`config.mk`:
```
export PLATFORM = sky130hd
export DESIGN_NAME = inst_memory
export DESIGN_NICKNAME = d
export VERILOG_FILES = /design/src/rv_types_pkg.sv /design/src/inst_memory.sv
export VERILOG_INCLUDE_DIRS = /design/src
export SDC_FILE = /design/constraint.sdc
export NUM_CORES = 2
export LEC_CHECK = 0
export ABC_AREA = 0
export BUFFER_PORTS_ARGS = -buffer_cell sky130_fd_sc_hd__buf_4
export CAP_MARGIN = 20
export CORE_MARGIN = 2
export CORE_UTILIZATION = 32
export DETAILED_ROUTE_END_ITERATION = 7
export PLACE_DENSITY = 0.59
export SYNTH_ARGS = -nofsm -noshare
export SYNTH_HDL_FRONTEND = slang
export SYNTH_SLANG_ARGS = --single-unit
```
`constraint.sdc`:
```
create_clock -name clk -period 3.65 [get_ports clk]
set_clock_uncertainty 0.05 [all_clocks]
set_input_delay 0.73 -clock clk [delete_from_list [all_inputs] [get_ports clk]]
set_output_delay 0.73 -clock clk [all_outputs]
set_load 0.1 [all_outputs]
```
`src/rv_defs.svh`:
```
/*
  core-wide width and size macros
  data width, register index width, reset pc, instruction memory depth
*/
`ifndef RV_DEFS_SVH
`define RV_DEFS_SVH

// rv64 data path and pc width
`define XLEN 64

// 32 architectural registers
`define REG_IDX_W 5

// first fetch address after reset
`define PC_RESET 64'h0000_0000_0000_0000

// log2 of instruction memory words
// 6 gives 64 words, 256 bytes
`define IMEM_AW 6

`endif

```
`src/rv_types_pkg.sv`:
```
/*
  instruction-level types
  data, index, instruction and memory address vectors
  alu op, operand select, jump kind enums and the decoded instruction struct
*/
`default_nettype none

`include "rv_defs.svh"

package rv_types_pkg;

  // data word or pc
  typedef logic [`XLEN-1:0] xlen_t;
  // register index
  typedef logic [`REG_IDX_W-1:0] reg_idx_t;
  // raw 32-bit instruction word
  typedef logic [31:0] inst_t;
  // word index into instruction memory
  typedef logic [`IMEM_AW-1:0] imem_addr_t;

  // pass b is for lui
  typedef enum logic [1:0] {
    ALU_ADD,
    ALU_SUB,
    ALU_PASS_B
  } alu_op_t;

  // operand a source
  typedef enum logic {
    OP_A_RS1,
    OP_A_PC
  } op_a_sel_t;

  typedef enum logic [1:0] {
    JMP_NONE,
    JMP_JAL,
    JMP_JALR
  } jump_kind_t;

  // everything the datapath needs from one instruction
  typedef struct packed {
    reg_idx_t   rd;
    reg_idx_t   rs1;
    reg_idx_t   rs2;
    xlen_t      imm;
    alu_op_t    alu_op;
    op_a_sel_t  op_a_sel;
    logic       use_imm;
    logic       writes_rd;
    jump_kind_t jump_kind;
    logic       is_ebreak;
    logic       is_illegal;
  } decoded_t;

endpackage

`default_nettype wire

```
`src/inst_memory.sv`:
```
/*
  instruction memory
  load write port, combinational fetch by pc word index
*/
`timescale 1ns/10ps
`default_nettype none

`include "rv_defs.svh"

module inst_memory (
  input  logic                     clk,
  input  logic                     we,
  input  rv_types_pkg::imem_addr_t waddr,
  input  rv_types_pkg::inst_t      wdata,
  input  rv_types_pkg::xlen_t      pc,
  input  logic                     run_active,
  output rv_types_pkg::inst_t      inst
);

  // program store, filled during reset
  rv_types_pkg::inst_t mem [0:(1 << `IMEM_AW)-1];

  // drop byte offset, upper bits wrap
  rv_types_pkg::imem_addr_t raddr;

  assign raddr = pc[`IMEM_AW+1:2];

  // load port
  always_ff @(posedge clk) begin
    if (we) begin
      mem[waddr] <= wdata;
    end
  end

  // fetch within the same cycle
  assign inst = mem[raddr];

  // loading only while control holds the core in reset
  assert property (@(posedge clk) we |-> !run_active)
    else $error("instruction memory written while the core runs");

endmodule

`default_nettype wire

```
* Word level (Yosys, flattened, before mapping)
Memory sizes are Yosys's and may differ from the RTL's. Cells that the tools add are included. Widths: inputs -> output; s select.
Storage, ports and cells: register bits 0, RAM bits 2048, input port bits 105, output and inout port bits 32, logic and storage cells 3, memories kept 1
Memory list:
- mem | words 64, bits a word 32, rd ports 1, clocked after memory_dff 0, write ports 1, line inst_memory.sv:21 | rv_types_pkg::inst_t mem [0:(1 << `IMEM_AW)-1];
Cells by class: mux-type cells 2
Operators with widths (number):
- $mux 1 | 2

* Longest topological paths before layout
depth in word-level cells 2, gate-level depth with buffers 10, mapped depth without buffers 5

* Least setup slack after synthesis
Ideal clock, no wire load.
kind input-to-output, from input pc[2], to output inst[17], arrival 4.072 ns, required time 2.870 ns, path slack -1.202 ns, stages 10, path buffers 5, cell sequence buf_4 > buf_6 > buf_4 > buf_4 > buf_4 > mux2i_1 > a22oi_1 > a41o_1 > o32ai_1 > nor3_1
On the way: longest elaborated chain between the ends 1
RTL lines:
- from (decl) | line inst_memory.sv:15 | input rv_types_pkg::xlen_t pc,
- $mem_v2 64x32
- to (decl) | line inst_memory.sv:17 | output rv_types_pkg::inst_t inst
No other way between the ends.

* Final worst setup path
from input pc[2], to output inst[24]
Same word-level chain as after synthesis.

==> flow_metrics.tcl <==
set metrics [dict create \
    cts_buffers 198 \
    drc 0 \
    arrival_ns 2.92 \
    synth_largest_area_cell "edfxtp_1" \
    finalSetupViolations 7 \
    maxCapViolations 0 \
    numPortBuffers 77 \
    vias 37400 \
    rsz0062_at_grt "yes" \
    avgSynthCellArea_um2 23.7 \
    reg.largest.list "mem (2048)" \
    die_x_um 497 \
    min_from "wdata[4]" \
    dp_slack_ns -0.356 \
    postRouteAntennaNets 0 \
    final_area_um2 94300 \
    final_cell_mix "2,048 x edfxtp_1, 544 x mux4_2, 261 x buf_4" \
    max_freq_mhz 271 \
    crit_required_ns 2.87 \
    tightestPinTransition_ns 0.864 \
    routedWlPerCell_um 28.8 \
    cts_buffer_depth 3 \
    place_area_um2 86100 \
    grt_overflow 0 \
    firstDrtPassIters 5 \
    core_um2 243000 \
    p_per_area_nw_per_um2 523 \
    period_needed_ns 3.70 \
    crit_path_start_kind "primary input" \
    regMostFlops "mem" \
    syn_to_final_growth_pct 21.1 \
    place_congestion 0.767 \
    status "complete, but fails checks" \
    placed_cells 6728 \
    crit_fanout 9 \
    timing.final.ws_setup_ns -0.0458 \
    layout.nets 3885 \
    violations "setup timing" \
    synth_seq_area_share_pct 79.0 \
    post-synth-top-area-fraction_pct 79.0 \
    cts_tree "built" \
    drive_gt1_share_pct 37.3 \
    dieArea_um2 247000 \
    largest_reg_flops 2048 \
    clock-root-buffer "clkbuf_16" \
    syn-num-nets 3397 \
    track_usage_pct 16.4 \
    initial_core_util_pct 32.1 \
    row_count 181 \
    holdPathEnd "mem[1][4]" \
    netlist_instances 3292 \
    cts.sinks 2048 \
    fin_hold_ws_ns 0.374 \
    end_kind "output pin" \
    ys_types 33 \
    fin_crit_sh_pct 101 \
    antenna_found_initial 13 \
    die_h_um 497 \
    synth_area_um2 77900 \
    final_cells 7145 \
    hold_violations 0 \
    power.leakage_nw 29.4 \
    slew_viol_final 0 \
    ir_worst_vdd_mv 0.434 \
    min_path_type "in2reg" \
    grt_max_degree 65 \
    htreeDepth 4 \
    vias_per_cell 5.23 \
    critPathKind "in2out" \
    ys_ff_latch 2048 \
    hpwlAfterDp_mm 117 \
    drt_iter0_drc 3578 \
    grt_pass1_vias 38300 \
    ys_warn_count 0 \
    wirelength_mm 206 \
    clk_pin_slew_ns 0.06 \
    yosys-top-cells-area "edfxtp_1 79%, mux4_2 16%, mux2i_1 1.2%, o22ai_1 0.67%, nor2_1 0.66%" \
    grt_pass1_wl_mm 289 \
    mostFrequentLayoutCell "edfxtp_1" \
    holdPathStages 1 \
    postCtsHoldBufs 0 \
    io_pins 137 \
    slew_headroom_pct 42.2 \
]
worst max-delay path by stage:
stage / to / startpoint / slack (ns) / cells past startpoint
6_report: inst[24] / pc[2] / -0.05 / 9
4_1_cts: inst[6] / pc[2] / -0.10 / 10
5_1_grt: inst[2] / pc[2] / -0.09 / 12
3_3_place_gp: inst[8] / pc[2] / -0.34 / 11
2_1_floorplan: inst[17] / pc[2] / -0.35 / 10
3_5_place_dp: inst[8] / pc[2] / -0.36 / 11
repair_timing:
| action | 4_1_cts | 5_1_grt |
|---|---|---|
| gates resized for setup | 203 | 75 |
| endpoints found under the setup margin | 32 | 32 |
| buffers inserted | 23 | 18 |
| cloned | 12 | 5 |
| pin swaps | 18 | 12 |
through the flow:
stage | util [%] | setup TNS [ns] | power [mW]
2_1_floorplan | - | -0.346 | 28.3
3_3_place_gp | 35.5 | -6.73 | 29.7
3_5_place_dp | 35.5 | -7.05 | 29.8
4_1_cts | 38.7 | -1.35 | 49.6
5_1_grt | 38.9 | -0.897 | 50.7
6_report | 38.9 | -0.183 | 49.3
routing by layer:
| layer | GRT usage (%) | vias up | part of all wire [%] |
|---|---|---|---|
| met5 | 0 | - | 0.035 |
| met4 | 4.92 | 12 | 2.8 |
| met3 | 2.26 | 277 | 5.5 |
| met2 | 28.4 | 1219 | 51 |
| met1 | 21.3 | 20700 | 40 |
| li1 | - | 15200 | - |
cell families after synthesis:
family	after synthesis	synth area share, %
AO/OA/AOI/OAI	202	1.69
AND/OR/NAND/NOR	223	1.28
buffers and inverters	182	1.14
multiplexers	637	16.9
flip-flops	2048	79.0
layout make-up:
| cell class | instances | area [um2] |
|---|---|---|
| Tap cell | 3202 | 4010 |
| Sequential cell | 2048 | 61500 |
| Clock inverter | 114 | 942 |
| Clock buffer | 246 | 5220 |
| Timing Repair Buffer | 470 | 5900 |
| Antenna cell | 3 | 7.51 |
| Multi-Input combinational cell | 1062 | 16700 |
| Fill cell | 21200 | 148000 |
Yosys cell counts (all sizes together):
master and instances:
and3 4, nand4b 1, nor2 137, mux2i 93
clkbuf 74, a41o 4, edfxtp 2048, and2 2
nand2b 8, mux4 544, nand4 2, nand2 26
a311oi 8, o32ai 4, or3b 5, o221ai 27
or3 3, nand3b 5, nor2b 15, o22ai 84
nand3 5, nor3 7, buf 108, or2 3
a21oi 62, a22oi 12, a31oi 1
worst max-delay path, stage by stage:
cell	delay [ns]
buf_16	0.13
buf_16	0.20
buf_12	0.17
mux4_2	0.51
mux4_2	0.52
o22ai_1	0.17
buf_4	0.19
nor2_4	0.07
buf_8	0.17
power breakdown:
part	internal, mW	total [mW]	switching, mW	leakage (nW)
sequential	26.0	26.1	0.0323	18.4
combinational	1.44	3.55	2.10	7.92
clock	11.0	19.6	8.61	3.02
Note: power is estimated with default switching activity, not from simulation.
