===== config.mk =====
export PLATFORM = sky130hd
export DESIGN_NAME = inst_decoder
export DESIGN_NICKNAME = d
export VERILOG_FILES = /design/src/rv_types_pkg.sv /design/src/inst_decoder.sv
export VERILOG_INCLUDE_DIRS = /design/src
export SDC_FILE = /design/constraint.sdc
export NUM_CORES = 1
export LEC_CHECK = 0
export ABC_AREA = 1
export BUFFER_PORTS_ARGS = -buffer_cell sky130_fd_sc_hd__buf_2
export CAP_MARGIN = 20
export CELL_PAD_IN_SITES_DETAIL_PLACEMENT = 0
export CELL_PAD_IN_SITES_GLOBAL_PLACEMENT = 2
export CORE_AREA = 8 8 97 99
export DETAILED_ROUTE_END_ITERATION = 10
export DIE_AREA = 0 0 105 107
export PLACE_DENSITY = 0.78
export SYNTH_ARGS = -nofsm -noshare
export SYNTH_HDL_FRONTEND = slang
export SYNTH_SLANG_ARGS = --single-unit

===== constraint.sdc =====
create_clock -name vclk -period 2.4
set_input_delay 0.36 -clock vclk [all_inputs]
set_output_delay 0.36 -clock vclk [all_outputs]
set_load 0.005 [all_outputs]

===== src/rv_defs.svh =====
/*
  core-wide width and size macros
  data width, register index width, reset pc, instruction memory depth
*/
`ifndef RV_DEFS_SVH
`define RV_DEFS_SVH

// rv64 data path and pc width
`define XLEN 64

// 32 architectural registers
`define REG_IDX_W 5

// first fetch address after reset
`define PC_RESET 64'h0000_0000_0000_0000

// log2 of instruction memory words
// 6 gives 64 words, 256 bytes
`define IMEM_AW 6

`endif


===== src/rv_types_pkg.sv =====
/*
  instruction-level types
  data, index, instruction and memory address vectors
  alu op, operand select, jump kind enums and the decoded instruction struct
*/
`default_nettype none

`include "rv_defs.svh"

package rv_types_pkg;

  // data word or pc
  typedef logic [`XLEN-1:0] xlen_t;
  // register index
  typedef logic [`REG_IDX_W-1:0] reg_idx_t;
  // raw 32-bit instruction word
  typedef logic [31:0] inst_t;
  // word index into instruction memory
  typedef logic [`IMEM_AW-1:0] imem_addr_t;

  // pass b is for lui
  typedef enum logic [1:0] {
    ALU_ADD,
    ALU_SUB,
    ALU_PASS_B
  } alu_op_t;

  // operand a source
  typedef enum logic {
    OP_A_RS1,
    OP_A_PC
  } op_a_sel_t;

  typedef enum logic [1:0] {
    JMP_NONE,
    JMP_JAL,
    JMP_JALR
  } jump_kind_t;

  // everything the datapath needs from one instruction
  typedef struct packed {
    reg_idx_t   rd;
    reg_idx_t   rs1;
    reg_idx_t   rs2;
    xlen_t      imm;
    alu_op_t    alu_op;
    op_a_sel_t  op_a_sel;
    logic       use_imm;
    logic       writes_rd;
    jump_kind_t jump_kind;
    logic       is_ebreak;
    logic       is_illegal;
  } decoded_t;

endpackage

`default_nettype wire


===== src/inst_decoder.sv =====
/*
  instruction decoder
  addi, add, sub, lui, auipc, jal, jalr, ebreak
  all other words flagged illegal
*/
`timescale 1ns/10ps
`default_nettype none

`include "rv_defs.svh"

module inst_decoder (
  input  rv_types_pkg::inst_t    inst,
  output rv_types_pkg::decoded_t dec
);

  // major opcodes in use
  localparam logic [6:0] OPC_OP_IMM = 7'b0010011;
  localparam logic [6:0] OPC_OP     = 7'b0110011;
  localparam logic [6:0] OPC_LUI    = 7'b0110111;
  localparam logic [6:0] OPC_AUIPC  = 7'b0010111;
  localparam logic [6:0] OPC_JAL    = 7'b1101111;
  localparam logic [6:0] OPC_JALR   = 7'b1100111;
  localparam logic [6:0] OPC_SYSTEM = 7'b1110011;
  // ebreak is one exact word
  localparam rv_types_pkg::inst_t EBREAK_WORD = 32'h0010_0073;

  logic [6:0] opcode;
  logic [2:0] funct3;
  logic [6:0] funct7;
  rv_types_pkg::xlen_t imm_i;
  rv_types_pkg::xlen_t imm_u;
  rv_types_pkg::xlen_t imm_j;

  assign opcode = inst[6:0];
  assign funct3 = inst[14:12];
  assign funct7 = inst[31:25];

  // immediates all sign-extended from bit 31
  assign imm_i = {{(`XLEN-12){inst[31]}}, inst[31:20]};
  assign imm_u = {{(`XLEN-32){inst[31]}}, inst[31:12], 12'b0};
  // j-type bits are scrambled and the lsb is zero
  assign imm_j = {{(`XLEN-21){inst[31]}}, inst[31], inst[19:12], inst[20],
                  inst[30:21], 1'b0};

  always_comb begin
    // safe defaults with no write and no jump
    dec = '0;
    dec.rd        = inst[11:7];
    dec.rs1       = inst[19:15];
    dec.rs2       = inst[24:20];
    dec.alu_op    = rv_types_pkg::ALU_ADD;
    dec.op_a_sel  = rv_types_pkg::OP_A_RS1;
    dec.jump_kind = rv_types_pkg::JMP_NONE;

    case (opcode)
      OPC_OP_IMM: begin
        // addi only
        if (funct3 == 3'b000) begin
          dec.imm       = imm_i;
          dec.use_imm   = 1'b1;
          dec.writes_rd = 1'b1;
        end else begin
          dec.is_illegal = 1'b1;
        end
      end
      OPC_OP: begin
        // add and sub differ by funct7 bit 5
        if (funct3 == 3'b000 && funct7 == 7'b0000000) begin
          dec.writes_rd = 1'b1;
        end else if (funct3 == 3'b000 && funct7 == 7'b0100000) begin
          dec.alu_op    = rv_types_pkg::ALU_SUB;
          dec.writes_rd = 1'b1;
        end else begin
          dec.is_illegal = 1'b1;
        end
      end
      OPC_LUI: begin
        dec.imm       = imm_u;
        dec.use_imm   = 1'b1;
        dec.alu_op    = rv_types_pkg::ALU_PASS_B;
        dec.writes_rd = 1'b1;
      end
      OPC_AUIPC: begin
        dec.imm       = imm_u;
        dec.use_imm   = 1'b1;
        dec.op_a_sel  = rv_types_pkg::OP_A_PC;
        dec.writes_rd = 1'b1;
      end
      OPC_JAL: begin
        // alu forms the jump target pc + imm
        dec.imm       = imm_j;
        dec.use_imm   = 1'b1;
        dec.op_a_sel  = rv_types_pkg::OP_A_PC;
        dec.writes_rd = 1'b1;
        dec.jump_kind = rv_types_pkg::JMP_JAL;
      end
      OPC_JALR: begin
        // target is rs1 + imm from the alu
        if (funct3 == 3'b000) begin
          dec.imm       = imm_i;
          dec.use_imm   = 1'b1;
          dec.writes_rd = 1'b1;
          dec.jump_kind = rv_types_pkg::JMP_JALR;
        end else begin
          dec.is_illegal = 1'b1;
        end
      end
      OPC_SYSTEM: begin
        if (inst == EBREAK_WORD) begin
          dec.is_ebreak = 1'b1;
        end else begin
          dec.is_illegal = 1'b1;
        end
      end
      default: begin
        dec.is_illegal = 1'b1;
      end
    endcase
  end

endmodule

`default_nettype wire


== Yosys cells after proc, flatten, opt, wreduce, memory -nomap -nowiden ==
Cells that the tools add are included.

* Flip-flop bits (word level): 0
* Bits of input ports: 32

* Reduce and logical (&&, ||, !) cells: 8
* Mux-type cells: 20
* Eq/ne operators: 9

{| class="wikitable"
|+ Operators with widths
! kind !! number
|-
| $pmux 64 s3 || 1
|-
| $mux 64 || 1
|-
| $eq 32x21->1 const B || 1
|-
| $eq 7x6->1 const B || 3
|-
| $eq 7x7->1 const B || 3
|-
| $eq 7x5->1 const B || 2
|-
| $mux 1 || 10
|-
| $pmux 1 s4 || 2
|-
| $pmux 2 s2 || 2
|-
| $logic_not 7->1 || 1
|-
| $reduce_or 2->1 || 3
|-
| $mux 2 || 2
|-
| $mux 4 || 1
|-
| $logic_not 3->1 || 1
|-
| $pmux 1 s3 || 1
|-
| $reduce_or 3->1 || 1
|-
| $logic_and 1x1->1 || 2
|}

== Depth between registers and ports, before layout ==
* Word-level depth: 5
* Depth in mapped cells: 11
* Depth with buffers taken out: 9

== Worst setup path before layout ==
No wires, ideal clock.

* Path type: input port to output port
* Start point: input port inst[1]
* End point: output port dec[41] (netlist name)
* Slack: 0.457 ns
* Buffers on the path: 2
* Arrival: 1.583 ns
* Stages: 10
* Required time: 2.040 ns
* Path through: nand2_1 nor2_2 nand2_2 nand2_4 nand2_4 nand2_4 nand2_4 buf_6 nand2_2 buf_4

{| class="wikitable"
|+ RTL lines
! item !! RTL line !! source
|-
| start: declaration || inst_decoder.sv:12 || <nowiki>input rv_types_pkg::inst_t inst,</nowiki>
|-
| end: declaration || inst_decoder.sv:13 || <nowiki>output rv_types_pkg::decoded_t dec</nowiki>
|}

==> impl_results.md <==
- Critical Path Source Type: input port
- Max cap viols: 0
- Vias in the first global route: 1446
- Met2 Track Usage GR: 0.145
- Total Power: 0.000107 W
- Grt ovf: 0
- Req. time, crit path: 2.04 ns
- Sequential share of the synthesized area: 0
- Row cnt: 33
- Vias/cell: 3.56
- Max Transition Viols Final: 0
- Worst-margin pin slew: 0.372 ns
- Port-buffer cells: 120
- Post-Synthesis Net Count: 228
- Residual DRC: 0
- Pre-CTS setup slack: 0.296 ns
- Slowest stage cell, crit path: nand2_2
- Grt met1 use: 0.0849
- Synth unique cells: 17
- Pleak: 1.02 nW
- Overall die height: 107 um
- Worst path max stage delay: 0.33 ns
- Endpoints failing hold: 0
- Die Footprint: 11200 um2
- Final setup vio count: 0
- N_diodes: 0
- Drt first-iter violations: 43
- DRT antenna net count: 0
- Fmax: 0.483 GHz
- RSZ-0062 raised after global routing: no
- Total track usage: 0.0803
- Worst path most repeated cell: nand2_4
- Seq. cell area: 0 um2
- Met3 usage: 0.0450
- Setup Total Neg Slack: 0 ns
- Syn Std Cell Area: 1080 um2
- Pin count of the biggest net entering global routing: 34
- DRT Pass-1 Iters: 4
- FFs & Latches: 0
- Clock tree buffer count of the final layout: 0
- Vias: 1324
- Fin nets: 301
- First-pass GRT wire length: 7500 um
- Wire length per cell: 12.7 um
- Fraction of layout cells with a size suffix above 1: 0.562
- Worst hold slack: 0.903 ns
- Syn Area/Cell: 5.49 um2
- Max-slew headroom: 0.751
- Detailed placement HPWL: 4250 um
- Busiest grt layer: met2
- Cell Chain, Critical Path: buf_2, inv_1, nand2_1, nor2_2, nand2_2, nand2_4, nand2_4, nand2_4, nand2_4, nand2_2, buf_2
- Crit Path Max Fanout: 33
- Status: finished clean
- Area delta synth->final: 32.7%
- Worst Hold Class: input port to primary output
- Top-Level Pins: 120
- Crit share post-route: 0.862
- Warnings, synthesis: 0
- Initial antenna violation count: 0
- Initial Util: 0.136
- WS Path Type: input port to primary output
- Final wirelength: 4730 um
- Maximum vdd ir drop: 0.0000199 V
- Cells after Synth: 196
- Fillcell total: 953
- Post-cts resize count: 0
- Post-CTS setup buffers: 0
- Gpl congestion: 0.777
- Pwr Density: 75.3 nW/um2
- Final worst slack: 0.330 ns
- Core area: 7930 um2
- Hold bufs inserted after CTS: 0
- Worst Setup End Kind: primary output
- Die Span X: 105 um
- CP Data Arrival Time: 1.71 ns
- Period minus WS final: 2.07 ns
[metal layers]
layer | up-vias | wire, um
li1 | 690 | -
met1 | 551 | 1850
met2 | 83 | 2190
met3 | 0 | 679
met4 | 0 | 0
met5 | - | 0
[where the power goes]
part	leakage, nW	internal, W	switching [W]
registers	0	0	0
clock network	0	0	0
logic	1.02	0.0000459	0.0000616
total	1.02	0.0000459	0.0000616
[worst max-delay path, delay by kind of cell]
kind	cells	cell delay (ns)
buffers and inverters	3	0.36
and+or+nand+nor	8	0.99
[final timing paths]
kind | startpoint | end | slack (ns) | cells past startpoint
max | inst[3] | dec[58] | 0.33 | 11
min | inst[8] | dec[84] | 0.90 | 2
[through the flow]
step / instances / util / cell area (um2)
detailed placement: 372 / 0.180 / 1430
global placement: 372 / 0.180 / 1430
floorplan: 196 / - / 1080
finish: 372 / 0.180 / 1430
global route: 372 / 0.180 / 1430
CTS: 372 / 0.180 / 1430
[cells in the mapped netlist, drive strengths merged]
master	count	area, um2
clkinv	1	3.75
nor2	38	148
nor3	2	10.0
inv	19	71.3
buf	51	395
nand3	7	47.6
o21ai	11	81.3
nand2	67	319
[cells by family (layout without fill, tap and decap cells)]
group	after synthesis	in the layout	synth area share
and+or+nand+nor	114	114	0.487
buffers and inverters	71	142	0.437
AOI/OAI and AO/OA	11	11	0.0756
[cell usage in the layout, fill, tap and decap left out]
cell	n
nor2_1	36
buf_2	120
nor2_2	2
inv_2	1
clkinv_1	1
nand2_1	50
nand3_4	1
inv_1	18
buf_4	2
nand2_2	12
nand3_1	6
o21ai_0	4
nor3_1	2
nand2_4	5
o21ai_2	7
[cell type report]
class	instances	area [um2]	share of cell area
inverter	20	75.1	0.0526
multi-input combinational	125	606	0.424
tap	105	131	0.0920
timing repair buffer	122	616	0.431
Note: power is estimated with default switching activity, not from simulation.
