**src/rv_defs.svh**
```systemverilog
/*
  core-wide width and size macros
  data width, register index width, reset pc, instruction memory depth
*/
`ifndef RV_DEFS_SVH
`define RV_DEFS_SVH

// rv64 data path and pc width
`define XLEN 64

// 32 architectural registers
`define REG_IDX_W 5

// first fetch address after reset
`define PC_RESET 64'h0000_0000_0000_0000

// log2 of instruction memory words
// 6 gives 64 words, 256 bytes
`define IMEM_AW 6

`endif

```
**src/rv_types_pkg.sv**
```systemverilog
/*
  instruction-level types
  data, index, instruction and memory address vectors
  alu op, operand select, jump kind enums and the decoded instruction struct
*/
`default_nettype none

`include "rv_defs.svh"

package rv_types_pkg;

  // data word or pc
  typedef logic [`XLEN-1:0] xlen_t;
  // register index
  typedef logic [`REG_IDX_W-1:0] reg_idx_t;
  // raw 32-bit instruction word
  typedef logic [31:0] inst_t;
  // word index into instruction memory
  typedef logic [`IMEM_AW-1:0] imem_addr_t;

  // pass b is for lui
  typedef enum logic [1:0] {
    ALU_ADD,
    ALU_SUB,
    ALU_PASS_B
  } alu_op_t;

  // operand a source
  typedef enum logic {
    OP_A_RS1,
    OP_A_PC
  } op_a_sel_t;

  typedef enum logic [1:0] {
    JMP_NONE,
    JMP_JAL,
    JMP_JALR
  } jump_kind_t;

  // everything the datapath needs from one instruction
  typedef struct packed {
    reg_idx_t   rd;
    reg_idx_t   rs1;
    reg_idx_t   rs2;
    xlen_t      imm;
    alu_op_t    alu_op;
    op_a_sel_t  op_a_sel;
    logic       use_imm;
    logic       writes_rd;
    jump_kind_t jump_kind;
    logic       is_ebreak;
    logic       is_illegal;
  } decoded_t;

endpackage

`default_nettype wire

```
**src/core_state_pkg.sv**
```systemverilog
/*
  core-level types
  run state enum and retire trace record
*/
`default_nettype none

package core_state_pkg;

  // halted after ebreak, trapped after an illegal word
  typedef enum logic [1:0] {
    ST_RUN,
    ST_HALTED,
    ST_TRAPPED
  } run_state_t;

  // one record per retired instruction
  typedef struct packed {
    logic                   valid;
    rv_types_pkg::xlen_t    pc;
    rv_types_pkg::inst_t    inst;
    // rd_we low for ebreak and for no-write instructions
    logic                   rd_we;
    rv_types_pkg::reg_idx_t rd;
    rv_types_pkg::xlen_t    rd_data;
  } retire_t;

endpackage

`default_nettype wire

```
**src/core_control.sv**
```systemverilog
/*
  core control
  pc register and next-pc select, run/halt/trap FSM
  register write-back control and retire trace
*/
`timescale 1ns/10ps
`default_nettype none

`include "rv_defs.svh"

module core_control (
  input  logic                     clk,
  input  logic                     reset,
  input  rv_types_pkg::decoded_t   dec,
  input  rv_types_pkg::inst_t      inst,
  input  rv_types_pkg::xlen_t      alu_result,
  output rv_types_pkg::xlen_t      pc,
  output logic                     rf_we,
  output rv_types_pkg::reg_idx_t   rf_rd,
  output rv_types_pkg::xlen_t      rf_wdata,
  output logic                     run_active,
  output core_state_pkg::retire_t  retire,
  output logic                     halted,
  output logic                     trap,
  output rv_types_pkg::xlen_t      trap_pc
);

  core_state_pkg::run_state_t state;
  core_state_pkg::run_state_t state_next;
  rv_types_pkg::xlen_t pc_plus4;
  rv_types_pkg::xlen_t jal_target;
  rv_types_pkg::xlen_t jalr_target;
  rv_types_pkg::xlen_t pc_next;
  logic is_jump;

  // executing only in run and out of reset
  assign run_active = (state == core_state_pkg::ST_RUN) && !reset;

  assign pc_plus4    = pc + `XLEN'd4;
  // alu forms pc + imm for jal
  assign jal_target  = alu_result;
  // jalr clears bit 0 of rs1 + imm
  assign jalr_target = {alu_result[`XLEN-1:1], 1'b0};
  assign is_jump     = (dec.jump_kind != rv_types_pkg::JMP_NONE);

  // next pc and state
  always_comb begin
    state_next = state;
    pc_next    = pc;
    if (state == core_state_pkg::ST_RUN) begin
      if (dec.is_illegal) begin
        // pc stays on the offending word
        state_next = core_state_pkg::ST_TRAPPED;
      end else if (dec.is_ebreak) begin
        state_next = core_state_pkg::ST_HALTED;
      end else begin
        case (dec.jump_kind)
          rv_types_pkg::JMP_JAL:  pc_next = jal_target;
          rv_types_pkg::JMP_JALR: pc_next = jalr_target;
          default:                pc_next = pc_plus4;
        endcase
      end
    end
  end

  always_ff @(posedge clk) begin
    if (reset) begin
      state   <= core_state_pkg::ST_RUN;
      pc      <= `PC_RESET;
      trap_pc <= '0;
    end else begin
      state <= state_next;
      pc    <= pc_next;
      // capture address of the illegal word
      if (state == core_state_pkg::ST_RUN && dec.is_illegal) begin
        trap_pc <= pc;
      end
    end
  end

  // write-back data is the link address for jumps
  assign rf_we    = run_active && !dec.is_illegal && dec.writes_rd;
  assign rf_rd    = dec.rd;
  assign rf_wdata = is_jump ? pc_plus4 : alu_result;

  assign halted = (state == core_state_pkg::ST_HALTED);
  assign trap   = (state == core_state_pkg::ST_TRAPPED);

  // ebreak retires, illegal words do not
  always_comb begin
    retire.valid   = run_active && !dec.is_illegal;
    retire.pc      = pc;
    retire.inst    = inst;
    retire.rd_we   = rf_we;
    retire.rd      = dec.rd;
    retire.rd_data = rf_wdata;
  end

  // jump targets and reset pc keep word alignment
  assert property (@(posedge clk) disable iff (reset) pc[1:0] == 2'b00)
    else $error("pc lost 4-byte alignment");

  // halt is sticky until reset and never turns into a trap
  assert property (@(posedge clk) disable iff (reset) halted |=> halted && !trap)
    else $error("halted core left halt or trapped");

endmodule

`default_nettype wire

```
**config.mk**
```make
export PLATFORM = sky130hd
export DESIGN_NAME = core_control
export DESIGN_NICKNAME = d
export VERILOG_FILES = /design/src/rv_types_pkg.sv /design/src/core_state_pkg.sv /design/src/core_control.sv
export VERILOG_INCLUDE_DIRS = /design/src
export SDC_FILE = /design/constraint.sdc
export NUM_CORES = 1
export LEC_CHECK = 0
export ABC_AREA = 1
export BUFFER_PORTS_ARGS = -buffer_cell sky130_fd_sc_hd__buf_2
export CAP_MARGIN = 20
export CORE_AREA = 2 2 217 219
export DETAILED_ROUTE_END_ITERATION = 6
export DIE_AREA = 0 0 219 221
export GPL_TIMING_DRIVEN = 0
export PLACE_DENSITY = 0.51
export SETUP_SLACK_MARGIN = 0.1
export SLEW_MARGIN = 20
export SYNTH_ARGS = -nofsm -noshare
export SYNTH_HDL_FRONTEND = slang
export SYNTH_SLANG_ARGS = --single-unit
```
**constraint.sdc**
```tcl
create_clock -name clk -period 5.7 [get_ports clk]
set_input_delay 0.855 -clock clk [delete_from_list [all_inputs] [get_ports clk]]
set_output_delay 0.855 -clock clk [all_outputs]
set_load 0.02 [all_outputs]
```
=== Word level (Yosys, flattened, before mapping) ===
Cells that the tools add are included.

* Register bits after elaboration: 130
* Output and inout port bits: 368
* Word-level logic and storage cells: 25

* Add/subtract/negate cells: 1
* Equality and inequality tests: 4
* Mux-type cells: 4
* Bitwise logic cells: 2
* Reduce and logical (&&, ||, !) cells: 11

{| class="wikitable"
|+ Operator list
! cell !! count
|-
| $pmux 64 s2 || 1
|-
| $add 64x3->64 const B || 1
|-
| $mux 64 || 1
|-
| $eq 2x1->1 const B || 2
|-
| $eq 2x2->1 const B || 2
|-
| $logic_and 1x1->1 || 4
|-
| $mux 2 || 2
|-
| $reduce_bool 2->1 || 2
|-
| $reduce_and 3->1 || 1
|-
| $logic_not 1->1 || 2
|-
| $logic_not 2->1 || 1
|-
| $not 1->1 || 2
|-
| $reduce_and 2->1 || 1
|}

=== Longest topological paths before layout ===
* Depth in word-level cells: 4
* Mapped depth: 11
* Depth with buffers taken out: 11

=== Worst setup path before layout ===
Ideal clock, no wire load.

* Path type: input port to output port
* Start point: in dec[2] (netlist name)
* End point: out rf_wdata[27]
* Arrival time: 2,293 ps
* Data required time: 4,845 ps
* Setup slack: 2,552 ps
* Cell stages on the path: 9
* Path buffers: 4
* Path through: inv_1 ha_1 clkbuf_1 inv_2 clkbuf_1 buf_1 nand2_1 nand2_1 buf_4

{| class="wikitable"
|+ RTL lines
! element !! line !! RTL
|-
| start: declaration || core_control.sv:14 || <nowiki>input rv_types_pkg::decoded_t dec,</nowiki>
|-
| end: declaration || core_control.sv:20 || <nowiki>output rv_types_pkg::xlen_t rf_wdata,</nowiki>
|}

=== Worst setup path after layout ===
* Start point: in dec[2] (netlist name)
* End point: out rf_wdata[28]

* Longest elaborated chain between the ends: 2

{| class="wikitable"
|+ RTL lines
! element !! line !! RTL
|-
| $reduce_bool 2->1 || core_control.sv:44 || <nowiki>assign is_jump = (dec.jump_kind != rv_types_pkg::JMP_NONE);</nowiki>
|-
| $mux 64 || core_control.sv:84 || <nowiki>assign rf_wdata = is_jump ? pc_plus4 : alu_result;</nowiki>
|}

Every way passes these cells.

==> summary.md <==
| Metric | Value |
|---|---|
| Hold Path Origin | state[1] |
| Mapped Area | about 0.0090 mm^2 |
| CP max-delay cell | buf_1 |
| Sequential area share after synthesis | between 20 and 30% |
| WL per Instance | 20.2 um |
| Worst-Margin Slew | 0.893 ns |
| Cell Chain, Critical Path | buf_2, inv_1, ha_1, clkbuf_1, inv_2, clkbuf_1, buf_1, nand2_1, nand2_1, buf_4, buf_2 |
| Post-Route WL | just over 50,000 um |
| Final Skew | ~0.0096 ns |
| Die Height | approximately 220 um |
| Die ar. | a little under 0.05 mm^2 |
| Max Slew Vio Count | 0 |
| 1st-iter DRT viols | 700 |
| Leakage | between 6 and 7 nW |
| Htree depth | 4 |
| GPL Wtd Cong | 0.917 |
| Post-cts hold buffer count | 0 |
| Status | completed |
| Via density | 4.47 |
| Min-Delay Endpoint | state[1] |
| CP Capture Type | output port |
| Mapped Cells | approximately 1.4k |
| Vias | ~11k |
| Synth top area share | 28.8% |
| Site Rows | slightly below 80 |
| Postcts setup bufs | 0 |
| CP Launch Point | dec[2] |
| Worst skew pair latency | roughly 0.45 ns |
| Net Count, Synth | ~1.6k |
| Number of synthesized flops with an enable pin | 0 |
| Critical path required time | about 4.9 ns |
| 1st-pass router iterations | 5 |
| Ranking of synthesized cells by area | dfxtp_1 29%, nand2_1 14%, buf_4 14%, nor2_1 8.3%, o21ai_0 7.8% |
| Initial Utilization | between 15 and 20% |
| Root Driver | clkbuf_16 |
| Tot Pwr | ~0.0032 W |
| Placement Setup Slack | around 1.4 ns |
| HP Class | register to register |
| Final hold violation count | 0 |
| Layout area overhead | 38.6% |
| Core Footprint | ~0.046 mm^2 |
| Crit-path max FO | 10 |
| Cell variety after synth | 30 |
| ANT nets after route | 0 |
| Most frequent cell after synthesis | nand2_1 |
| Die W | 219 um |
| TNS Setup | 0 ns |
| Clk buf depth | 2 |
| First-pass GRT wire length | around 71,000 um |
| CP arrival | between 3 and 4 ns |
| # setup viols final | 0 |
| RSZ-0062 raised after global routing | no |
| Residual DRC | 0 |
| WHS Path Cells | 2 |
| Num CTS Buffers | 17 |
| Resized cells post-CTS | 0 |
| # port buffers | 438 |
| Nets@finish | around 2.1k |
| Vias in the first global route | between 10k and 15k |
| Relative slew slack | approximately two fifths |
| Max-cap viol count | 0 |
| R2r startpoint | pc[2] |
| Critical path class | primary input to output port |
| GRT overflow | 0 |
| Max IR drop VDD | 138 uV |
| GRT Util Overall | roughly 20% |
| Layout cells sized above 1 | between 30% and 40% |
| RR Endpoint | pc[56] |
| Startpoint types | primary input |
| Main synth FF type | dfxtp_1 |
| Clock period minus worst slack | 4.27 ns |
| Avg Cell Area, Syn | ~6.4 um^2 |
| Clk sinks | 130 |
| Top cells by count, synth | 348 x nand2_1, 199 x nor2_1, 172 x buf_4, 140 x o21ai_0, 130 x dfxtp_1 |
| Achievable frequency | 234 MHz |
| Yosys warning total | 0 |
| Pwr dens | between 200 and 300 mW/mm^2 |
| Initial antenna violation count | 3 |
| Clock-pin slew of the registers on the worst-case setup and hold paths | ~0.06 ns |
| Largest net degree at the start of global routing | 17 |
| Async S/R FF share, synth | 0% |
| DP HPWL | approximately 41,000 um |
| Leading area contributor after synthesis | dfxtp_1 |
| CTS tree | built |
| Period utilization | about three quarters |
| Reg2Reg Depth | 10 |
| Worst R2R Setup Slack | between 3 and 4 ns |
| Crit-path max cell delay | around 0.67 ns |
| Setup WS post-layout | 1.43 ns |
| Ports | ~550 |
| Number of synthesized register bits | 130 |
[placed cells by master, fill, tap and decap left out]
cell,instances
a211oi_1,2
a21oi_1,96
a31oi_1,81
and2_1,1
buf_1,3
buf_2,442
buf_4,172
bufinv_16,1
clkbuf_1,70
clkbuf_16,17
clkbuf_8,1
clkinv_1,1
clkinv_2,6
dfxtp_1,130
diode_2,2
ha_1,4
inv_1,58
inv_2,2
nand2_1,348
nand2_2,11
nand2_4,2
nand3_1,36
nand3b_1,2
nand4_1,10
nor2_1,198
nor2_2,7
nor2_4,6
nor2_8,1
o21ai_0,140
o21ai_1,6
o21ai_2,3
or2_2,1
xnor2_1,17
xnor2_2,2
xor2_1,12
[state kept, by name, summed over array words and instances, names as in the netlist]
register	flops
state	2
pc	64
trap_pc	64
[layout make-up]
| cell class | instances | area, um^2 |
|---|---|---|
| fillers | 5242 | 33600 |
| multi-input cells | 986 | 4640 |
| flip-flops and latches | 130 | 2600 |
| repair buffers | 438 | 2190 |
| plain buffers | 243 | 1560 |
| well taps | 607 | 759 |
| clock buffers | 24 | 462 |
| inverters | 61 | 229 |
| clock inverters | 7 | 60.1 |
| diodes | 2 | 5.00 |
[stage by stage]
stage | cells | hold WS [ns] | utilization (%) | instance area [um^2]
after global placement | 2465 | 0.486 | 26.0 | 12000
after detailed placement | 2465 | 0.495 | 26.0 | 12000
after CTS | 2496 | 0.513 | 27.2 | 12500
after floorplan | 1420 | 0.458 | - | 9020
final | 2498 | 0.507 | 27.2 | 12500
after global routing | 2497 | 0.536 | 27.2 | 12500
[cell families (layout without fill, tap and decap cells)]
group	Yosys count	after routing	share of synthesized area [%]
AOI/OAI and AO/OA	328	328	19.5
buffers and inverters	304	773	19.9
xor gates and xnor gates	31	31	3.17
other	0	2	0
DFF	130	130	28.8
and+or+nand+nor	623	623	28.1
adders and majority gates	4	4	0.555
[critical path: cells and delay by family]
kind / cells / cell delay, ns
adder cells (fa/ha/maj): 1 / 0.19
buffers and inverters: 8 / 2.06
AND/OR/NAND/NOR: 2 / 0.30
[routing by layer]
| metal | GRT usage (%) | wire (um) |
|---|---|---|
| met5 | 0 | 7 |
| met4 | 5.41 | 946 |
| met3 | 3.96 | 3250 |
| met2 | 33.6 | 24200 |
| met1 | 26.3 | 22100 |
[worst max-delay path by stage]
stage | slack [ns] | end
floorplan | 2.55 | rf_wdata[27]
global placement | 1.43 | rf_wdata[28]
detailed placement | 1.43 | rf_wdata[28]
CTS | 1.42 | rf_wdata[28]
global route | 1.28 | rf_wdata[28]
finish | 1.43 | rf_wdata[28]
[where the power goes]
group          leakage [nW]  total [W]  internal, W  switching, W
Sequential             1.07    0.00110     0.000991      0.000105
Combinational          4.85    0.00108     0.000374      0.000706
Clock                 0.261    0.00105     0.000604      0.000445
Total                  6.18    0.00323      0.00197       0.00126
No activity file was read; power rests on OpenSTA's default activity.
