$ cat src/rv_defs.svh
/*
  core-wide width and size macros
  data width, register index width, reset pc, instruction memory depth
*/
`ifndef RV_DEFS_SVH
`define RV_DEFS_SVH

// rv64 data path and pc width
`define XLEN 64

// 32 architectural registers
`define REG_IDX_W 5

// first fetch address after reset
`define PC_RESET 64'h0000_0000_0000_0000

// log2 of instruction memory words
// 6 gives 64 words, 256 bytes
`define IMEM_AW 6

`endif

$ cat src/rv_types_pkg.sv
/*
  instruction-level types
  data, index, instruction and memory address vectors
  alu op, operand select, jump kind enums and the decoded instruction struct
*/
`default_nettype none

`include "rv_defs.svh"

package rv_types_pkg;

  // data word or pc
  typedef logic [`XLEN-1:0] xlen_t;
  // register index
  typedef logic [`REG_IDX_W-1:0] reg_idx_t;
  // raw 32-bit instruction word
  typedef logic [31:0] inst_t;
  // word index into instruction memory
  typedef logic [`IMEM_AW-1:0] imem_addr_t;

  // pass b is for lui
  typedef enum logic [1:0] {
    ALU_ADD,
    ALU_SUB,
    ALU_PASS_B
  } alu_op_t;

  // operand a source
  typedef enum logic {
    OP_A_RS1,
    OP_A_PC
  } op_a_sel_t;

  typedef enum logic [1:0] {
    JMP_NONE,
    JMP_JAL,
    JMP_JALR
  } jump_kind_t;

  // everything the datapath needs from one instruction
  typedef struct packed {
    reg_idx_t   rd;
    reg_idx_t   rs1;
    reg_idx_t   rs2;
    xlen_t      imm;
    alu_op_t    alu_op;
    op_a_sel_t  op_a_sel;
    logic       use_imm;
    logic       writes_rd;
    jump_kind_t jump_kind;
    logic       is_ebreak;
    logic       is_illegal;
  } decoded_t;

endpackage

`default_nettype wire

$ cat src/alu.sv
/*
  alu
  operand selection and add, sub, pass-b
*/
`timescale 1ns/10ps
`default_nettype none

module alu (
  input  rv_types_pkg::decoded_t dec,
  input  rv_types_pkg::xlen_t    pc,
  input  rv_types_pkg::xlen_t    rs1_val,
  input  rv_types_pkg::xlen_t    rs2_val,
  output rv_types_pkg::xlen_t    result
);

  rv_types_pkg::xlen_t op_a;
  rv_types_pkg::xlen_t op_b;

  // pc for auipc and jal
  assign op_a = (dec.op_a_sel == rv_types_pkg::OP_A_PC) ? pc : rs1_val;
  // immediate for i and u types
  assign op_b = dec.use_imm ? dec.imm : rs2_val;

  always_comb begin
    case (dec.alu_op)
      rv_types_pkg::ALU_SUB:    result = op_a - op_b;
      // lui passes the immediate
      rv_types_pkg::ALU_PASS_B: result = op_b;
      default:                  result = op_a + op_b;
    endcase
  end

endmodule

`default_nettype wire

$ cat config.mk
export PLATFORM = sky130hd
export DESIGN_NAME = alu
export DESIGN_NICKNAME = d
export VERILOG_FILES = /design/src/rv_types_pkg.sv /design/src/alu.sv
export VERILOG_INCLUDE_DIRS = /design/src
export SDC_FILE = /design/constraint.sdc
export NUM_CORES = 1
export LEC_CHECK = 0
export BUFFER_PORTS_ARGS = -buffer_cell sky130_fd_sc_hd__buf_4
export CAP_MARGIN = 5
export CORE_MARGIN = 10
export CORE_UTILIZATION = 50
export DETAILED_ROUTE_END_ITERATION = 7
export MAX_ROUTING_LAYER = met4
export PLACE_DENSITY = 0.94
export SYNTH_ARGS = -nofsm -noshare
export SYNTH_HDL_FRONTEND = slang
export SYNTH_SLANG_ARGS = --single-unit
$ cat constraint.sdc
create_clock -name vclk -period 19.9
set_input_delay 0.995 -clock vclk [all_inputs]
set_output_delay 0.995 -clock vclk [all_outputs]
set_load 0.02 [all_outputs]
---- Word level (Yosys, flattened, before mapping) ----
Cells that the tools add are included.
cells by class
  $add $sub $neg .......................... 2
  eq/ne operators ......................... 2
  muxes and demuxes ....................... 3
operators by type and width
  kind                                           number
  2-to-1 mux 64 bit                              2
  case mux 64 bit (2 select lines)               1
  adder 64 bit                                   1
  subtractor 64 bit                              1
  == test 2 x 1 -> 1 bit, second input constant  1
  == test 2 bit, second input constant           1
word-level totals
  register bits ........................... 0
  bits of input ports ..................... 280
  output and inout bits ................... 64

---- Longest topological paths before layout ----
Gate-level depths: netlist of the first run.
  depth in word-level cells ............... 3
  mapped depth ............................ 29
  gate-level depth less buffers ........... 21

---- Least setup slack after synthesis of the first run ----
No wires, ideal clock.
  kind .................................... input to output
  from .................................... in dec[5] (netlist name)
  to ...................................... out result[61]
  arrival time ............................ 7.516 ns
  data required time ...................... 18.905 ns
  slack ................................... 11.389 ns
  cell stages on the path ................. 29
  buffers on the path ..................... 9
  path through ............................ buf_6 buf_6 buf_6 buf_2 buf_2 buf_1 clkbuf_1 mux2_2 inv_1 ha_1 o221ai_2 nor4_2 o21ai_1 or3_1 or3_1 clkbuf_1 o21ai_0 xnor2_1 ha_1 clkbuf_1 nand4_1 nor4_1 nand2_1 a211oi_1 o21ai_0 o31ai_1 a311oi_1 xor2_1 o21ai_0
on the way
  cells in the longest elaborated chain, start to end .. 3
  elaborated cells between the ends (all ways) .. 4
  classes of those cells .................. add/sub: 2; mux: 2
RTL lines
  item                                               line                  RTL
  from (decl)                                        alu.sv:9              input rv_types_pkg::decoded_t dec,
  2-to-1 mux 64 bit *                                alu.sv:22             assign op_b = dec.use_imm ? dec.imm : rs2_val;
  adder 64 bit or subtractor 64 bit (tied branches)  alu.sv:29, alu.sv:26
  case mux 64 bit (2 select lines) *                 alu.sv:25             case (dec.alu_op)
  to (decl)                                          alu.sv:13             output rv_types_pkg::xlen_t result
Every way passes the cells marked *; elsewhere a longest branch is shown, timed or not.

---- Final worst setup path of the first run ----
Same ends and word-level chain as after synthesis.

==> impl_metrics.env, run 1 <==
export IMPL_powerDensity_nw_per_um2=55.18
export IMPL_syn_inst=1157
export IMPL_hold_viol_final=0
export IMPL_port_buffers=324
export IMPL_dieArea_um2=21240
export IMPL_worstSetupEndpointType="output port"
export IMPL_antenna_found_initial=0
export IMPL_path_max_fanout=68
export IMPL_pwr_share_comb=1.000
export IMPL_stdcell_area_um2=10370
export IMPL_gp_congestion=0.9977
export IMPL_post_cts_setup_buffer_count=0
export IMPL_dpl_hpwl_mm=28.30
export IMPL_grt_use_total=0.2920
export IMPL_setup_slack_ns=10.35
export IMPL_fmax_mhz=104.7
export IMPL_rows=45
export IMPL_syn_mean_instance_area_um2=6.831
export IMPL_worst_ep_arrival_time_ns=8.56
export IMPL_vias_per_cell=6.125
export IMPL_die_w_um=145.7
export IMPL_grt_overflow=0
export IMPL_die_h_um=145.7
export IMPL_yosysMostFrequentCell="a21oi_1"
export IMPL_cp_cell_sequence="buf_4 -> buf_4 -> mux2_2 -> inv_1 -> ha_1 -> o221ai_2 -> nor4_2 -> o21ai_1 -> or3_1 -> or3_1 -> o21ai_0 -> xnor2_1 -> ha_1 -> nand4_1 -> nor4_1 -> nand2_1 -> a211oi_1 -> o21ai_0 -> o31ai_1 -> a311oi_1 -> xor2_1 -> o21ai_0 -> buf_4"
export IMPL_vias=9983
export IMPL_cts_resized=0
export IMPL_num_antenna_cells=0
export IMPL_place_area_um2=10370
export IMPL_slowest_stage="buf_4"
export IMPL_ys_types=77
export IMPL_design_seq_count=0
export IMPL_grt_first_pass_wirelength_mm=51.69
export IMPL_timing_final_crit_share=0.4800
export IMPL_drt_iter0_drc=899
export IMPL_io_pins=344
export IMPL_start_util=0.5142
export IMPL_slew_viol_final=0
export IMPL_yosysTopAreaCell="mux2_2"
export IMPL_relSlewSlack=0.2316
export IMPL_clock_buffers=0
export IMPL_status="finished, final reports clean"
export IMPL_ant_nets=0
export IMPL_grt_max_degree=69
export IMPL_drc=0
export IMPL_p_sw_frac=0.5763
export IMPL_syn_to_final_growth_pct=31.22
export IMPL_placed_cells=1630
export IMPL_regArea_um2=0
export IMPL_nets=1766
export IMPL_p_int_uw=242.4
export IMPL_maxCapViolCount=0
export IMPL_synth_top_area_share=0.1111
export IMPL_drive_gt1_frac=0.3080
export IMPL_ys_top_cells_by_area="mux2_2, ha_1, a21oi_1"
export IMPL_power_leakage_nw=4.772
export IMPL_path_buf_inv=4
export IMPL_place_ws_ns=10.52
export IMPL_drt_pass1_iter_count=5
export IMPL_worstMarginPinSlew_ns=1.138
export IMPL_clkPwrFrac=0
export IMPL_sequentialPowerShare=0
export IMPL_ir_drop_mv=0.03721
export IMPL_syn_num_nets=1502
export IMPL_drt_wirelength_per_cell_um=20.23
export IMPL_setup_viol=0
export IMPL_rsz0062_at_grt="no"
export IMPL_core_um2=15370
export IMPL_ys_top_cells_by_count="a21oi_1, nor2_1, nand2_1, mux2_2, mux2i_1"
export IMPL_syn_area_um2=7904
export IMPL_synth_seq_area_share=0
export IMPL_min_period_ns=9.553
export IMPL_ys_warnings_count=0
export IMPL_fin_cells=1630
export IMPL_hp_class="in2out"
export IMPL_slowest_delay_ns=0.68
export IMPL_fin_tns_setup_ns=0
export IMPL_hold_buffers=0
export IMPL_final_core_utilization=0.6747
export IMPL_crit_type="in2out"
export IMPL_crit_family="simple AND/OR/NAND/NOR gates"
export IMPL_cp_required_ns=18.91
export IMPL_grt_pass1_vias=10110
export IMPL_wl_mm=32.97
export IMPL_critPathLaunchType="input port"
export IMPL_power_switching_uw=329.8
final cells by class:
type / instances / area (um2)
multi-input combinational: 1065 / 7532
fill: 1325 / 5000
timing repair buffer: 332 / 2492
tap: 211 / 264.0
inverter: 22 / 82.58
worst min-delay path: stages:
cell	delay, ns
buf_4	0.08
mux2i_1	0.08
a21oi_1	0.14
buf_4	0.16
placed cells by master (no fill, tap or decap), types with 4 or more instances in the layout:
| cell type | instances |
|---|---|
| buf_4 | 332 |
| a21oi_1 | 145 |
| nor2_1 | 125 |
| nand2_1 | 93 |
| mux2_2 | 78 |
| mux2i_1 | 65 |
| ha_1 | 64 |
| o21ai_0 | 62 |
| xnor2_1 | 61 |
| xor2_1 | 59 |
| nor3_1 | 38 |
| a21o_1 | 32 |
| nand4_1 | 29 |
| inv_1 | 22 |
| o31ai_1 | 16 |
| nand3_1 | 16 |
| o21a_1 | 16 |
| nor4_1 | 12 |
| a211oi_1 | 12 |
| a31oi_1 | 11 |
| o21bai_1 | 9 |
| nor3b_1 | 8 |
| nand2b_1 | 7 |
| nor2b_1 | 6 |
| or3_1 | 5 |
| and3_1 | 5 |
| o21ai_1 | 4 |
| a22oi_1 | 4 |
| and2_1 | 4 |
power by group through the flow:
stage / registers, mW / logic, mW / clock network, mW
3_3_place_gp: 0 / 0.558 / 0
2_1_floorplan: 0 / 0.365 / 0
5_1_grt: 0 / 0.618 / 0
6_report: 0 / 0.572 / 0
4_1_cts: 0 / 0.566 / 0
3_5_place_dp: 0 / 0.563 / 0
cells by family after synthesis:
| group | after synthesis | synth area share |
|---|---|---|
| xor gates and xnor gates | 120 | 0.1330 |
| muxes | 143 | 0.1934 |
| and+or+nand+nor | 382 | 0.2428 |
| adders and majority gates | 65 | 0.1038 |
| buffers and inverters | 92 | 0.04860 |
| AOI/OAI and AO/OA | 355 | 0.2783 |
worst paths after layout:
check	from	end	slack, ns	cells after the start
setup / recovery	dec[5]	result[61]	10.35	23
hold / removal	rs2_val[39]	result[39]	2.45	4
routing by layer:
metal  part of all wire  global-route usage  up-vias
li1                   -                   -     4811
met1               0.42              0.3485     4616
met2               0.49              0.5123      487
met3              0.069             0.03788       69
met4              0.024             0.05814        0
met5                  0                   -        -
stage by stage:
step / total power, mW / hold slack (ns)
floorplan: 0.3650 / 2.264
global placement: 0.5580 / 2.435
detailed placement: 0.5627 / 2.444
CTS: 0.5656 / 2.451
global route: 0.6180 / 2.464
finish: 0.5723 / 2.452
No activity file was read; power rests on OpenSTA's default activity.
==> inputs of run 2 (changes only) <==
Settings changed: CORE_UTILIZATION 50 to 46, PLACE_DENSITY 0.94 to 0.91.
Clock period 19.9 ns to 8.75 ns, I/O delays scaled along.
==> run 2 against run 1 <==
Sequential cell count is the same; die area grew 7.5%; clock-buffer cell count is the same; combinational power grew 130%; first-iteration DRC count shrank 13%; cell count grew 0.61%; wire length shrank 0.61%; utilization shrank 5.3 points; worst setup slack lost 9.1 ns; non-clock buffer count grew 1; final area grew 0.18%; largest power group unchanged.
==> impl_metrics.env, run 2 (synthesis results as in run 1) <==
export IMPL_status="finished, final reports clean"
export IMPL_port_buffers=324
export IMPL_syn_to_final_growth_pct=31.46
export IMPL_post_cts_setup_buffer_count=0
export IMPL_rows=47
export IMPL_drt_pass1_iter_count=6
export IMPL_critPathLaunchType="input port"
export IMPL_worst_ep_arrival_time_ns=7.05
export IMPL_grt_first_pass_wirelength_mm=50.27
export IMPL_drc=0
export IMPL_sequentialPowerShare=0
export IMPL_nets=1767
export IMPL_core_um2=16700
export IMPL_drt_iter0_drc=785
export IMPL_grt_overflow=0
export IMPL_fin_hold_ws_ns=1.312
export IMPL_path_buf_inv=3
export IMPL_crit_family="simple AND/OR/NAND/NOR gates"
export IMPL_cp_cell_sequence="buf_4 -> buf_4 -> nor3b_2 -> o221ai_2 -> nor4_2 -> o21ai_1 -> or3_1 -> or3_1 -> o21ai_0 -> xnor2_1 -> ha_1 -> nand4_1 -> nor4_1 -> nand2_1 -> a211oi_1 -> o21ai_0 -> o31ai_1 -> a311oi_1 -> xor2_1 -> o21ai_0 -> buf_4"
export IMPL_maxCapViolCount=0
export IMPL_placed_cells=1640
export IMPL_regArea_um2=0
export IMPL_grt_use_total=0.2728
export IMPL_die_w_um=151.1
export IMPL_fmax_mhz=133.6
export IMPL_io_pins=344
export IMPL_gp_congestion=0.9909
export IMPL_setup_viol=0
export IMPL_drive_gt1_frac=0.3085
export IMPL_grt_max_degree=83
export IMPL_die_h_um=151.1
export IMPL_power_leakage_nw=4.778
export IMPL_p_int_uw=551.3
export IMPL_rsz0062_at_grt="no"
export IMPL_dpl_hpwl_mm=28.26
export IMPL_vias=10000
export IMPL_ant_nets=0
export IMPL_vias_per_cell=6.098
export IMPL_clkPwrFrac=0
export IMPL_dieArea_um2=22830
export IMPL_start_util=0.4733
export IMPL_antenna_found_initial=0
export IMPL_p_sw_frac=0.5760
export IMPL_clock_buffers=0
export IMPL_hold_buffers=0
export IMPL_fin_tns_setup_ns=0
export IMPL_path_max_fanout=82
export IMPL_crit_type="in2out"
export IMPL_slew_viol_final=0
export IMPL_timing_final_crit_share=0.8553
export IMPL_relSlewSlack=0.2668
export IMPL_p_total_mw=1.300
export IMPL_num_antenna_cells=0
export IMPL_slowest_stage="buf_4"
export IMPL_place_area_um2=10390
export IMPL_worstSetupEndpointType="output port"
export IMPL_pwr_share_comb=1.000
export IMPL_drt_wirelength_per_cell_um=19.98
export IMPL_final_common_cell="buf_4"
export IMPL_powerDensity_nw_per_um2=125.2
export IMPL_stdcell_area_um2=10390
export IMPL_wl_mm=32.77
export IMPL_grt_pass1_vias=9843
export IMPL_fin_cells=1640
export IMPL_power_switching_uw=749.1
export IMPL_ir_drop_mv=0.09191
export IMPL_most_common_layout_cells="buf_4, a21oi_1, nor2_1, nand2_1, mux2_2"
export IMPL_slowest_delay_ns=0.74
export IMPL_hp_class="in2out"
export IMPL_min_period_ns=7.484
export IMPL_worstMarginPinSlew_ns=1.086
export IMPL_design_seq_count=0
export IMPL_hold_viol_final=0
export IMPL_cp_required_ns=8.31
export IMPL_cts_resized=0
==> run 2: changes by cell type in the layout (fill, tap and decap cells not counted), sizes merged <==
cell  before  now
buf      332  333
==> run 2: final timing paths <==
path / start / to / slack (ns) / depth (start not counted)
max: dec[5] / result[61] / 1.27 / 21
min: rs2_val[63] / result[63] / 1.31 / 4
==> run 2: layer usage <==
metal | share of wire | wire length, um | global-route usage | vias up
met2 | 0.49 | 15910 | 0.4772 | 477
li1 | - | - | - | 4840
met4 | 0.023 | 746 | 0.05390 | 0
met1 | 0.42 | 13670 | 0.3317 | 4626
met3 | 0.074 | 2434 | 0.03013 | 58
met5 | 0 | 0 | - | -
==> run 2: area by class of cell <==
class	instances	area, um2
Multi-Input combinational cell	1065	7532
Fill cell	1545	6311
Timing Repair Buffer	333	2500
Tap cell	220	275.3
Inverter	22	82.58
==> run 2: tightest hold or removal path: stages <==
cell,delay (ns)
buf_4,0.08
mux2i_1,0.06
xor2_1,0.14
buf_4,0.15
==> run 2: power groups by stage <==
stage | clock, mW | combinational [mW] | sequential (mW)
final | 0 | 1.30 | 0
after global routing | 0 | 1.40 | 0
after CTS | 0 | 1.29 | 0
after detailed placement | 0 | 1.28 | 0
after global placement | 0 | 1.27 | 0
after floorplan | 0 | 0.830 | 0
==> run 2: per-stage QoR <==
stage | util | setup slack (ns)
after global placement | 0.6221 | 1.472
after floorplan | - | 1.354
after CTS | 0.6221 | 1.277
after global routing | 0.6221 | 0.6292
final | 0.6221 | 1.266
after detailed placement | 0.6221 | 1.284
